==> src/hdl/led_panel_defines.svh <==
`ifndef LED_PANEL_DEFINES_SVH
`define LED_PANEL_DEFINES_SVH

// width of one incoming colour channel, as delivered by the pixel source
`define LP_CHAN_BITS 8

// width of a corrected PWM level
// three bits give eight equal-weight steps per displayed row
`define LP_PWM_BITS 3

// number of columns shifted out per row and colour
`define LP_COLS 8

// number of row addresses on the panel
// the scan engine wraps back to row 0 after the last one
`define LP_ROWS 4

// exponent of the gamma curve, applied as a real when the tables are built
// 2.2 is a common match for the eye's response to LED brightness
`define LP_GAMMA 2.2

`endif

==> src/hdl/led_panel_pkg.sv <==
`include "led_panel_defines.svh"

package led_panel_pkg;

	// one raw colour channel of an incoming pixel
	typedef logic [`LP_CHAN_BITS-1:0] channel_t;

	// one gamma-corrected PWM level
	// a column is lit in step k when its level is greater than k
	typedef logic [`LP_PWM_BITS-1:0] level_t;

	// index of a column within a row, used for buffer writes and reads
	typedef logic [$clog2(`LP_COLS)-1:0] col_t;

	// address of the row currently driven onto the panel
	typedef logic [$clog2(`LP_ROWS)-1:0] row_t;

	// number of PWM steps in one row display
	// the highest level is one less than this
	localparam int PWM_STEPS = 2 ** `LP_PWM_BITS;

endpackage

==> src/hdl/gamma_encoder.sv <==
`timescale 1ns/1ps
`include "led_panel_defines.svh"

module gamma_encoder (
	input  logic                  clk,
	input  logic                  rst,
	input  logic                  in_valid,
	output logic                  in_ready,
	input  led_panel_pkg::channel_t in_r,
	input  led_panel_pkg::channel_t in_g,
	input  led_panel_pkg::channel_t in_b,
	output logic                  out_valid,
	input  logic                  out_ready,
	output led_panel_pkg::level_t out_r,
	output led_panel_pkg::level_t out_g,
	output led_panel_pkg::level_t out_b
);

	// number of table entries, one per possible input code
	localparam int DEPTH = 2 ** `LP_CHAN_BITS;
	// full-scale input code and full-scale PWM level
	localparam int CHAN_MAX = DEPTH - 1;
	localparam int LVL_MAX = led_panel_pkg::PWM_STEPS - 1;

	// the gamma rule: normalise, raise to the exponent, scale to the PWM range
	// $rtoi truncates toward zero, so only full scale reaches the top level
	function automatic led_panel_pkg::level_t gamma_level(input int x);
		real norm;
		real scaled;
		norm = real'(x) / real'(CHAN_MAX);
		scaled = (norm ** `LP_GAMMA) * real'(LVL_MAX);
		return led_panel_pkg::level_t'($rtoi(scaled));
	endfunction

	// one table per channel so that each colour could get its own curve later
	// for now all three hold the same values
	led_panel_pkg::level_t lut_r [DEPTH];
	led_panel_pkg::level_t lut_g [DEPTH];
	led_panel_pkg::level_t lut_b [DEPTH];

	// every entry is a constant worked out at elaboration
	for (genvar i = 0; i < DEPTH; i++) begin : g_lut
		localparam led_panel_pkg::level_t LVL = gamma_level(i);
		assign lut_r[i] = LVL;
		assign lut_g[i] = LVL;
		assign lut_b[i] = LVL;
	end

	// the output register can take a new pixel when it is empty
	// or when the buffer is taking its current contents on this edge
	// when the buffer stalls this goes low and stalls the pixel source
	assign in_ready = !out_valid || out_ready;

	// valid bit of the output register, cleared on reset
	always_ff @(posedge clk) begin
		if (rst) begin
			out_valid <= 1'b0;
		end else if (in_ready) begin
			out_valid <= in_valid;
		end
	end

	// corrected levels, loaded together with the valid bit
	// when in_valid is low the loaded value is simply ignored downstream
	always_ff @(posedge clk) begin
		if (in_ready) begin
			out_r <= lut_r[in_r];
			out_g <= lut_g[in_g];
			out_b <= lut_b[in_b];
		end
	end

endmodule

==> src/hdl/led_panel_driver.sv <==
`timescale 1ns/1ps

module led_panel_driver (
	input  logic                    clk,
	input  logic                    rst,
	input  logic                    pix_valid,
	output logic                    pix_ready,
	input  led_panel_pkg::channel_t pix_r,
	input  led_panel_pkg::channel_t pix_g,
	input  led_panel_pkg::channel_t pix_b,
	output led_panel_pkg::row_t     row_addr,
	output logic                    col_r,
	output logic                    col_g,
	output logic                    col_b,
	output logic                    col_clk,
	output logic                    col_latch,
	output logic                    led_oe
);

	// corrected pixel stream from the encoder into the line buffer
	logic lvl_valid;
	logic lvl_ready;
	led_panel_pkg::level_t lvl_r;
	led_panel_pkg::level_t lvl_g;
	led_panel_pkg::level_t lvl_b;

	// buffer status and read port toward the scan engine
	logic row_full;
	logic row_release;
	led_panel_pkg::col_t rd_col;
	led_panel_pkg::level_t rd_r;
	led_panel_pkg::level_t rd_g;
	led_panel_pkg::level_t rd_b;

	// gamma correction, one pixel per handshake
	gamma_encoder u_gamma (
		.clk(clk), .rst(rst),
		.in_valid(pix_valid), .in_ready(pix_ready),
		.in_r(pix_r), .in_g(pix_g), .in_b(pix_b),
		.out_valid(lvl_valid), .out_ready(lvl_ready),
		.out_r(lvl_r), .out_g(lvl_g), .out_b(lvl_b)
	);

	// holds one row; its full flag is the back-pressure source
	line_buffer u_buf (
		.clk(clk), .rst(rst),
		.wr_valid(lvl_valid), .wr_ready(lvl_ready),
		.wr_r(lvl_r), .wr_g(lvl_g), .wr_b(lvl_b),
		.row_full(row_full),
		.rd_col(rd_col), .rd_r(rd_r), .rd_g(rd_g), .rd_b(rd_b),
		.row_release(row_release)
	);

	// PWM row display onto the panel pins
	pwm_scan_engine u_scan (
		.clk(clk), .rst(rst),
		.row_full(row_full),
		.rd_col(rd_col), .rd_r(rd_r), .rd_g(rd_g), .rd_b(rd_b),
		.row_release(row_release), .row_addr(row_addr),
		.col_r(col_r), .col_g(col_g), .col_b(col_b),
		.col_clk(col_clk), .col_latch(col_latch), .led_oe(led_oe)
	);

endmodule

==> src/hdl/line_buffer.sv <==
`timescale 1ns/1ps
`include "led_panel_defines.svh"

module line_buffer (
	input  logic                  clk,
	input  logic                  rst,
	input  logic                  wr_valid,
	output logic                  wr_ready,
	input  led_panel_pkg::level_t wr_r,
	input  led_panel_pkg::level_t wr_g,
	input  led_panel_pkg::level_t wr_b,
	output logic                  row_full,
	input  led_panel_pkg::col_t   rd_col,
	output led_panel_pkg::level_t rd_r,
	output led_panel_pkg::level_t rd_g,
	output led_panel_pkg::level_t rd_b,
	input  logic                  row_release
);

	// index of the last column in a row
	localparam led_panel_pkg::col_t LAST_COL = led_panel_pkg::col_t'(`LP_COLS - 1);

	// one corrected level per column and colour
	led_panel_pkg::level_t mem_r [`LP_COLS];
	led_panel_pkg::level_t mem_g [`LP_COLS];
	led_panel_pkg::level_t mem_b [`LP_COLS];

	// column that the next write goes to
	led_panel_pkg::col_t wr_idx;

	logic wr_fire;

	// no second buffer, so writes stop while the row is on display
	assign wr_ready = !row_full;
	assign wr_fire = wr_valid && wr_ready;

	// write index and full flag
	always_ff @(posedge clk) begin
		if (rst) begin
			wr_idx <= '0;
			row_full <= 1'b0;
		end else if (row_release) begin
			// the scan engine is done, so the row may be refilled from column 0
			wr_idx <= '0;
			row_full <= 1'b0;
		end else if (wr_fire) begin
			if (wr_idx == LAST_COL) begin
				wr_idx <= '0;
				row_full <= 1'b1;
			end else begin
				wr_idx <= wr_idx + 1'b1;
			end
		end
	end

	// storage, written on the handshake edge
	always_ff @(posedge clk) begin
		if (wr_fire) begin
			mem_r[wr_idx] <= wr_r;
			mem_g[wr_idx] <= wr_g;
			mem_b[wr_idx] <= wr_b;
		end
	end

	// reads are combinational so the scan engine sees the level in the same cycle
	assign rd_r = mem_r[rd_col];
	assign rd_g = mem_g[rd_col];
	assign rd_b = mem_b[rd_col];

endmodule

==> src/hdl/pwm_scan_engine.sv <==
`timescale 1ns/1ps
`include "led_panel_defines.svh"

module pwm_scan_engine (
	input  logic                  clk,
	input  logic                  rst,
	input  logic                  row_full,
	output led_panel_pkg::col_t   rd_col,
	input  led_panel_pkg::level_t rd_r,
	input  led_panel_pkg::level_t rd_g,
	input  led_panel_pkg::level_t rd_b,
	output logic                  row_release,
	output led_panel_pkg::row_t   row_addr,
	output logic                  col_r,
	output logic                  col_g,
	output logic                  col_b,
	output logic                  col_clk,
	output logic                  col_latch,
	output logic                  led_oe
);

	// last column of a row and last PWM step of a row
	localparam led_panel_pkg::col_t LAST_COL = led_panel_pkg::col_t'(`LP_COLS - 1);
	localparam led_panel_pkg::level_t LAST_STEP =
		led_panel_pkg::level_t'(led_panel_pkg::PWM_STEPS - 1);
	// highest row address before wrapping back to 0
	localparam led_panel_pkg::row_t LAST_ROW = led_panel_pkg::row_t'(`LP_ROWS - 1);

	// idle waits for a full row, shift clocks out one column per cycle,
	// latch transfers the shifted bits to the panel drivers
	typedef enum logic [1:0] {
		ST_IDLE,
		ST_SHIFT,
		ST_LATCH
	} state_t;

	state_t state;

	// column being shifted and PWM step being shown
	led_panel_pkg::col_t col_cnt;
	led_panel_pkg::level_t step_cnt;

	// output enable, kept in a register so it changes on clean edges
	logic oe_q;

	// the buffer is addressed by the shift counter directly
	assign rd_col = col_cnt;

	// one panel clock per shifted column, data valid in the same cycle
	assign col_clk = (state == ST_SHIFT);
	assign col_latch = (state == ST_LATCH);

	// equal-weight PWM: a column is lit in step k when its level exceeds k
	// the bits are held low outside the shift state to keep the data pins quiet
	assign col_r = col_clk && (rd_r > step_cnt);
	assign col_g = col_clk && (rd_g > step_cnt);
	assign col_b = col_clk && (rd_b > step_cnt);

	// the row is handed back during the latch of the final step
	// the buffer then clears row_full on the same edge that returns us to idle
	assign row_release = (state == ST_LATCH) && (step_cnt == LAST_STEP);

	assign led_oe = oe_q;

	always_ff @(posedge clk) begin
		if (rst) begin
			state <= ST_IDLE;
			col_cnt <= '0;
			step_cnt <= '0;
			row_addr <= '0;
			oe_q <= 1'b0;
		end else begin
			case (state)
				ST_IDLE: begin
					// start shifting step 0 once the buffer holds a whole row
					if (row_full) begin
						state <= ST_SHIFT;
						col_cnt <= '0;
						step_cnt <= '0;
					end
				end

				ST_SHIFT: begin
					if (col_cnt == LAST_COL) begin
						state <= ST_LATCH;
						col_cnt <= '0;
						// LEDs come on together with the first latch of the row
						if (step_cnt == '0) begin
							oe_q <= 1'b1;
						end
						// and go dark for the release cycle at the end
						if (step_cnt == LAST_STEP) begin
							oe_q <= 1'b0;
						end
					end else begin
						col_cnt <= col_cnt + 1'b1;
					end
				end

				ST_LATCH: begin
					if (step_cnt == LAST_STEP) begin
						// row finished, move to the next row address
						state <= ST_IDLE;
						step_cnt <= '0;
						if (row_addr == LAST_ROW) begin
							row_addr <= '0;
						end else begin
							row_addr <= row_addr + 1'b1;
						end
					end else begin
						state <= ST_SHIFT;
						step_cnt <= step_cnt + 1'b1;
					end
				end

				default: begin
					state <= ST_IDLE;
				end
			endcase
		end
	end

endmodule

==> config.mk <==
export PLATFORM = sky130hd
export DESIGN_NAME = led_panel_driver
export DESIGN_NICKNAME = d
export VERILOG_FILES = /design/src/hdl/led_panel_pkg.sv /design/src/hdl/gamma_encoder.sv /design/src/hdl/led_panel_driver.sv /design/src/hdl/line_buffer.sv /design/src/hdl/pwm_scan_engine.sv
export VERILOG_INCLUDE_DIRS = /design/src /design/src/hdl
export SDC_FILE = /design/constraint.sdc
export NUM_CORES = 1
export LEC_CHECK = 0
export BUFFER_PORTS_ARGS = -buffer_cell sky130_fd_sc_hd__buf_2
export CAP_MARGIN = 10
export CORE_UTILIZATION = 37
export DETAILED_ROUTE_END_ITERATION = 8
export GPL_ROUTABILITY_DRIVEN = 1
export PLACE_DENSITY = 0.64
export SYNTH_ARGS = -nofsm -noshare
export SYNTH_HDL_FRONTEND = slang
export SYNTH_SLANG_ARGS = --single-unit
==> constraint.sdc <==
create_clock -name clk -period 2.66 [get_ports clk]
set_clock_uncertainty 0.15 [all_clocks]
set_input_delay 0.798 -clock clk [delete_from_list [all_inputs] [get_ports clk]]
set_output_delay 0.798 -clock clk [all_outputs]
set_load 0.05 [all_outputs]
* Word-level counts from Yosys, hierarchy flattened
Memory sizes are Yosys's and may differ from the RTL's. A register that Yosys moved wholly into a read port is not among the register bits.
Cells that the tools add are included.
** Word-level totals
- Register bits :: 16
- Input port bits :: 27
- Memories kept :: 6
- Memory bits (writable) :: 72
- Memory bits (read-only) :: 2304
** Cells by class
- Reductions and logical operators :: 20
- Magnitude comparators :: 3
- $add $sub $neg :: 4
- Equality and inequality tests :: 8
- Mux-type cells :: 21
- Bitwise gates (word level) :: 3
** Memories
- (name not given) :: words 256, bits a word 3, rd ports 1, clocked after memory_dff 1, write ports 0, RTL line gamma_encoder.sv:67 : out_r <= lut_r[in_r];
- (name not given) :: words 256, bits a word 3, rd ports 1, clocked after memory_dff 1, write ports 0, RTL line gamma_encoder.sv:68 : out_g <= lut_g[in_g];
- (name not given) :: words 256, bits a word 3, rd ports 1, clocked after memory_dff 1, write ports 0, RTL line gamma_encoder.sv:69 : out_b <= lut_b[in_b];
- u_buf.mem_b :: words 8, bits a word 3, rd ports 1, clocked after memory_dff 1, write ports 1, RTL line line_buffer.sv:26 : led_panel_pkg::level_t mem_b [`LP_COLS];
- u_buf.mem_g :: words 8, bits a word 3, rd ports 1, clocked after memory_dff 1, write ports 1, RTL line line_buffer.sv:25 : led_panel_pkg::level_t mem_g [`LP_COLS];
- u_buf.mem_r :: words 8, bits a word 3, rd ports 1, clocked after memory_dff 1, write ports 1, RTL line line_buffer.sv:24 : led_panel_pkg::level_t mem_r [`LP_COLS];
** Operator list (count)
- $mux 3 :: 10
- $not 8->9 :: 3
- $pmux 3 s2 :: 2
- $reduce_and 2->1 :: 5
- $add 3x1->3 const B :: 3
- $eq 3x3->1 const B :: 3
- $gt 3x3->1 :: 3
- $mux 2 :: 3
- $pmux 2 s3 :: 1
- $reduce_bool 2->1 :: 3
- $logic_and 1x1->1 :: 5
- $mux 1 :: 5
- $eq 2x2->1 const B :: 2
- $ne 2x2->1 const B :: 2
- $logic_not 3->1 :: 1
- $reduce_and 3->1 :: 1
- $add 2x1->2 const B :: 1
- $eq 2x1->1 const B :: 1
- $logic_not 1->1 :: 2
- $logic_not 2->1 :: 1
- $reduce_or 2->1 :: 1
- $logic_or 1x1->1 :: 1

* Logic depth before layout (Yosys ltp)
Gate-level depths: netlist (run 1).
- Depth in word-level cells :: 5
- Gate-level depth with buffers :: 9
- Gate-level depth less buffers :: 7

* Modules after synthesis
A second synthesis (run 1) with hierarchy kept.
** Unflattened totals
- Cells, all modules :: 301
- Area total of the unflattened synthesis :: 4490.6 um2
** Modules (own cells, without submodules)
- line_buffer :: area each 3020.4 um2, times used 1, cells an instance 134, seq. area each 2242.2 um2
- pwm_scan_engine :: area each 740.7 um2, times used 1, cells an instance 83, seq. area each 220.2 um2
- gamma_encoder :: area each 729.4 um2, times used 1, cells an instance 84, seq. area each 290.3 um2

* Least setup slack after synthesis (run 1)
OpenSTA, ideal clock, no wires.
- Path type :: register to output
- Start :: reg (tool-made name)
- End :: out col_g
- Path slack :: -1.264 ns
- Arrival time :: 2.976 ns
- Cell stages (with the launch flop) :: 9
- Path through :: dfxtp_1 > buf_6 > buf_12 > mux4_2 > mux2_4 > ha_1 > a21o_1 > a21oi_1 > a311oi_1
** RTL lines
- end, declared :: RTL line led_panel_driver.sv:13 : output logic col_g,

==> impl_metrics.py, run 1 <==
metrics = {
    "outcome": {
        "status": "finished with violations",
        "violations": "negative setup slack",
    },
    "layout": {
        "drive_gt1_share_pct": 28.9,
        "post-route-util_pct": 46.0,
        "num-nets-final": 409,
        "stdcell_area_mm2": 0.00550,
        "num-fill-cells": 1045,
        "area_growth_pct": 21.5,
        "diodes": 0,
    },
    "synth": {
        "synth_edf_count": 81,
        "yosysWarningCount": 0,
        "synth_seq_cells": 100,
        "synth_cell_types": 43,
        "async_flop_share_pct": 0,
        "syn-cell-area_mm2": 0.00453,
        "synthesis.nets": 351,
        "syn_inst": 307,
        "yosys_most_used_dff": "edfxtp_1",
        "ys_seq_area_share_pct": 62.1,
        "syn_avg_cell_area_um2": 14.8,
    },
    "sta": {
        "max_slew_margin_pct": 57.3,
        "hold_viol_final": 0,
        "max_freq_mhz": 288,
        "setup_viol": 3,
        "worstMarginPinSlew_ns": 0.624,
        "fin_crit_ns": 3.48,
        "drv_slew": 0,
        "fin_crit_sh_pct": 131,
        "setup_ws_ns": -0.815,
        "grt_setup_unrepaired": "true",
    },
    "drt": {
        "vias_per_cell": 5.26,
        "wl_um": 8300,
        "drtPass1Iterations": 4,
        "post_drt_wl_per_cell_um": 16.1,
        "antenna_left": 0,
        "drt_iter0_drc": 129,
        "vias": 2720,
        "drc": 0,
    },
    "power": {
        "p_leak_nw": 1.94,
        "peakVddDrop_v": 0.000305,
        "powerDensity_mw_per_mm2": 587,
    },
    "critical_path": {
        "cp-end-kind": "output pin",
        "rr_worst_depth": 4,
        "required_ns": 1.71,
        "cp_max_fo": 8,
        "cp_cell_sequence": "buf_12 -> mux4_2 -> mux2_4 -> ha_4 -> a21o_1 -> a21oi_2 -> a311oi_4 -> buf_6",
        "cp.arrival_ns": 2.53,
        "r2r_start": "u_gamma.out_valid",
        "critical_path.max_stage_delay_ns": 0.49,
        "path_buf_inv": 2,
        "reg2reg_slack_ns": 0.79,
        "critPathKind": "flip-flop to output pin",
        "start_kind": "flip-flop",
        "crit_family": "multiplexers",
        "crit_slowest_cell": "mux4_2",
        "reg2reg_to": "u_buf.mem_r[4][0]",
    },
    "global_route": {
        "antenna_found_initial": 0,
        "grt_pass1_wl_um": 13600,
        "grt_max_degree": 19,
        "grt_use_total_pct": 14.3,
        "grt.overflow.total": 0,
        "grt_pass1_vias": 2705,
    },
    "clock_tree": {
        "clk_pin_slew_ns": 0.07,
        "clock_latency_ns": 0.34,
        "cts_made_buffers": 9,
        "cts_max_level": 3,
        "cts_tree": "yes",
        "hold_buffers": 0,
        "cts_root_buffer": "clkbuf_16",
        "clock-sinks": 100,
        "clockBufferDepth": 2,
    },
    "floorplanning": {
        "die_h_um": 113,
        "core_mm2": 0.0120,
        "fp.dieW_um": 113,
        "core.rowCount": 40,
        "io-pin-count": 36,
        "die_area_mm2": 0.0127,
        "initial_utilization_pct": 37.9,
    },
    "placement": {
        "post_dp_cell_area_mm2": 0.00510,
        "dpl.hpwl_um": 5620,
        "port_buffers": 35,
        "gp_congestion": 0.736,
    },
    "worst_hold_path": {
        "hold_end": "u_scan.row_addr[1]",
        "hold_class": "flip-flop to flip-flop",
        "min_from": "u_scan.row_addr[1]",
        "min_path_cells": 2,
    },
    "flow_run": {
        "max_cap_violations": 0,
    },
}
[registers in the layout (all words and copies together) (netlist names), named ones only]
register / flops
u_buf.wr_idx: 3
u_gamma.out_r: 3
u_scan.step_cnt: 3
u_buf.mem_b: 24
u_gamma.out_g: 3
u_scan.rd_col: 3
u_buf.mem_r: 24
u_scan.led_oe: 1
u_scan.row_addr: 2
u_buf.row_full: 1
u_buf.mem_g: 24
u_gamma.out_b: 3
u_gamma.out_valid: 1
u_scan.state: 2
[cell usage after synthesis (4+ instances only)]
master	n	share of area, %
nand2b_1	10	1.4
nor2b_1	4	0.55
mux4_1	14	8.1
ha_1	17	4.7
dfxtp_1	19	8.4
nand2_1	23	1.9
nor2_1	24	2.0
mux4_2	4	2.0
mux2i_1	8	1.8
a31oi_1	4	0.55
edfxtp_1	81	54
nand3_1	4	0.44
inv_1	15	1.2
o21ai_0	7	0.77
a21oi_1	17	1.9
a22oi_1	4	0.66
mux2_4	4	1.3
[layout by cell type (no fill, tap or decap), drive strengths merged, types with 3 or more instances in the layout]
| cell | instances |
|---|---|
| nor2b | 4 |
| a21oi | 17 |
| or3 | 3 |
| nand3 | 4 |
| a311oi | 3 |
| buf | 54 |
| edfxtp | 81 |
| ha | 17 |
| a31oi | 4 |
| a21o | 3 |
| clkbuf | 9 |
| dfxtp | 19 |
| nand2 | 23 |
| inv | 17 |
| maj3 | 4 |
| nor2 | 24 |
| o21a | 3 |
| a22oi | 4 |
| o21ai | 7 |
| mux4 | 18 |
| nor3 | 3 |
| nand2b | 10 |
| mux2 | 6 |
| mux2i | 8 |
[cell type report]
cell class	instances	area, µm²	area share (%)
multi-input combinational	185	1730	31.5
tap	147	184	3.34
clock buffer	9	225	4.09
inverter	15	56.3	1.02
sequential	100	2820	51.2
timing repair buffer	54	402	7.30
clock inverter	7	85.1	1.55
[worst reg2reg max path, cell delays in order, from the launching register on]
cell and delay [ns]:
dfxtp_1 0.38, nor2b_1 0.41, nand2_1 0.19, nor3_1 0.18, buf_4 0.25
[timing repair]
| item | in CTS | in global routing |
|---|---|---|
| buffers inserted | 0 | 0 |
| endpoints found under the setup margin | 3 | 3 |
| cloned | 1 | 0 |
| gates resized for setup | 28 | 1 |
| pin swaps | 5 | 2 |
| hold endpoints to repair | 0 | 0 |
[stage by stage]
| stage | setup slack, ns | instances | hold slack, ns | power [mW] | setup TNS, ns |
|---|---|---|---|---|---|
| 2_1_floorplan | -0.662 | 307 | 0.342 | 1.87 | -1.91 |
| 3_3_place_gp | -0.600 | 500 | 0.307 | 1.93 | -1.78 |
| 3_5_place_dp | -0.637 | 500 | 0.328 | 1.94 | -1.87 |
| 4_1_cts | -0.860 | 517 | 0.338 | 3.26 | -2.56 |
| 5_1_grt | -0.921 | 517 | 0.350 | 3.35 | -2.73 |
| 6_report | -0.815 | 517 | 0.340 | 3.23 | -2.43 |
[power by group]
group	switching, mW	internal, mW
Combinational	0.0861	0.0778
Clock	0.566	0.744
Sequential	0.0283	1.73
[routing by layer]
metal  global-route usage (%)  share of wire (%)  vias up
met3                     3.13                2.8        8
met1                     17.4                 46     1352
met2                     24.8                 50       41
met4                     5.16                1.3        0
met5                        0                  0        -
li1                         -                  -     1319
[worst max-delay path by stage]
| stage | from | end | slack, ns | cells after the start |
|---|---|---|---|---|
| final | flip-flop | col_r | -0.82 | 8 |
| after global routing | flip-flop | col_g | -0.92 | 8 |
| after CTS | flip-flop | col_g | -0.86 | 10 |
| after detailed placement | flip-flop | col_r | -0.64 | 8 |
| after global placement | flip-flop | col_r | -0.60 | 8 |
| after floorplan | flip-flop | col_g | -0.66 | 8 |
[cells by family (layout without fill, tap and decap cells)]
| kind of cell | Yosys count | count (layout) | share of synthesized area (%) |
|---|---|---|---|
| flip-flops | 100 | 100 | 62.1 |
| AND/OR/NAND/NOR | 73 | 73 | 7.32 |
| AO/OA/AOI/OAI | 59 | 59 | 8.89 |
| multiplexers | 32 | 32 | 13.7 |
| buffers and inverters | 22 | 85 | 2.40 |
| adder cells (fa/ha/maj) | 21 | 21 | 5.61 |
Power figures use the tool's default switching activity.
==> run 2, diff against run 1 <==
- CORE_UTILIZATION: 37 -> 50
- PLACE_DENSITY: 0.64 -> 0.79
==> run 2 against run 1 <==
The flow still finishes with violations (negative setup slack). Via count increased by 1.7%. Largest cell class unchanged. Maximum frequency decreased by 0.70%. Wire length decreased by 0.64%.
==> impl_metrics.py, run 2 (synthesis results as in run 1) <==
metrics = {
    "clock_tree": {
        "cts_root_buffer": "clkbuf_8",
        "clk_pin_slew_ns": 0.09,
        "cts_max_level": 3,
        "hold_buffers": 0,
        "clockBufferDepth": 2,
        "cts_tree": "yes",
        "clock_latency_ns": 0.35,
        "cts_made_buffers": 9,
        "clock-sinks": 100,
    },
    "layout": {
        "num-fill-cells": 657,
        "num-nets-final": 411,
        "stdcell_area_mm2": 0.00533,
        "top_regs": "u_buf.mem_b x24, u_buf.mem_g x24, u_buf.mem_r x24",
        "diodes": 0,
        "multiInputGateArea_mm2": 0.00174,
        "seq_area_mm2": 0.00282,
        "area_growth_pct": 17.7,
        "final_cell_mix": "edfxtp_1, buf_2, nor2_1",
        "drive_gt1_share_pct": 28.8,
        "mostFrequentLayoutCell": "edfxtp_1",
        "final_cells": 480,
        "post-route-util_pct": 60.9,
    },
    "floorplanning": {
        "core_mm2": 0.00876,
        "initial_utilization_pct": 51.7,
        "die_h_um": 97.2,
        "core.rowCount": 34,
        "die_area_mm2": 0.00945,
        "fp.dieW_um": 97.2,
        "io-pin-count": 36,
    },
    "critical_path": {
        "critPathKind": "flip-flop to output pin",
        "path_buf_inv": 2,
        "required_ns": 1.71,
        "cp.arrival_ns": 2.55,
        "cp_max_fo": 5,
        "crit_family": "multiplexers",
        "rr_worst_depth": 4,
        "cp-end-kind": "output pin",
        "start_kind": "flip-flop",
        "crit_slowest_cell": "mux4_2",
        "critical_path.max_stage_delay_ns": 0.49,
        "reg2reg_slack_ns": 0.78,
        "r2r_start": "u_gamma.out_valid",
        "cp_cell_sequence": "buf_12 -> mux4_2 -> mux2_4 -> ha_4 -> a21o_1 -> a21oi_2 -> a311oi_4 -> buf_6",
        "reg2reg_to": "u_buf.mem_b[4][2]",
    },
    "global_route": {
        "grt_pass1_vias": 2657,
        "grt_pass1_wl_um": 13200,
        "grt_use_total_pct": 18.4,
        "antenna_found_initial": 0,
        "grt.overflow.total": 0,
        "grt_max_degree": 18,
    },
    "sta": {
        "setup_ws_ns": -0.840,
        "fin_crit_ns": 3.50,
        "setup_viol": 3,
        "worstMarginPinSlew_ns": 0.660,
        "drv_slew": 0,
        "grt_setup_unrepaired": "true",
        "fin_crit_sh_pct": 132,
        "setup_tns_ns": -2.45,
        "hold_viol_final": 0,
        "hold_slack_ns": 0.344,
        "max_freq_mhz": 286,
        "max_slew_margin_pct": 54.9,
    },
    "placement": {
        "post_dp_cell_area_mm2": 0.00505,
        "dpl.hpwl_um": 5620,
        "port_buffers": 35,
        "dp_cells": 462,
        "dp_slack_ns": -0.619,
        "gp_congestion": 0.718,
    },
    "worst_hold_path": {
        "hold_end": "u_scan.led_oe",
        "min_from": "u_scan.led_oe",
        "min_path_cells": 2,
        "hold_class": "flip-flop to flip-flop",
    },
    "power": {
        "peakVddDrop_v": 0.000235,
        "p_sw_mw": 0.605,
        "power_mw": 2.81,
        "powerDensity_mw_per_mm2": 527,
        "p_leak_nw": 1.90,
        "swShare_pct": 21.5,
        "comb_power_share_pct": 5.8,
        "p_int_mw": 2.20,
        "p_clk_share_pct": 31.7,
        "seqPwrFrac_pct": 62.5,
    },
    "drt": {
        "post_drt_wl_per_cell_um": 17.2,
        "antenna_left": 0,
        "vias_per_cell": 5.76,
        "wl_um": 8250,
        "drtPass1Iterations": 5,
        "drt_iter0_drc": 130,
        "drc": 0,
        "vias": 2767,
    },
    "outcome": {
        "violations": "negative setup slack",
        "status": "finished with violations",
    },
    "flow_run": {
        "max_cap_violations": 0,
    },
}
-- run 2: worst register-to-register path, delay by kind of cell (launching register included) --
| kind | cells | cell delay, ns |
|---|---|---|
| AND/OR/NAND/NOR | 3 | 0.77 |
| flip-flops | 1 | 0.39 |
| buffers and inverters | 1 | 0.26 |
-- run 2: worst max-delay path by stage --
| stage | from | to | cells after the start |
|---|---|---|---|
| 2_1_floorplan | flip-flop | col_g | 8 |
| 3_3_place_gp | flip-flop | col_g | 7 |
| 5_1_grt | flip-flop | col_g | 8 |
| 6_report | flip-flop | col_g | 8 |
| 4_1_cts | flip-flop | col_g | 9 |
| 3_5_place_dp | flip-flop | col_r | 8 |
-- run 2: power groups by stage --
stage               combinational (mW)  clock, mW  sequential (mW)
global placement                 0.146          0             1.79
global route                     0.182      0.974             1.76
detailed placement               0.154          0             1.79
floorplan                       0.0934          0             1.78
finish                           0.164      0.891             1.75
CTS                              0.158      0.913             1.75
-- run 2: final cells by class --
class	count	area share [%]
flip-flops and latches	100	52.8
multi-input cells	185	32.6
repair buffers	56	7.51
clock buffers	11	2.86
well taps	108	2.53
inverters	15	1.06
clock inverters	5	0.657
-- run 2: repair_timing --
item | 4_1_cts | 5_1_grt
cloned | 1 | 0
gates resized for setup | 16 | 14
pin swaps | 5 | 7
setup buffers | 2 | 0
endpoints found under the setup margin | 3 | 3
-- run 2: metal layers --
layer	share of wire, %	track usage, %	vias to the layer above
met5	0	0	-
met4	1.7	7.12	0
met3	3.7	3.38	13
met2	51	32.0	72
met1	44	22.8	1355
li1	-	-	1327
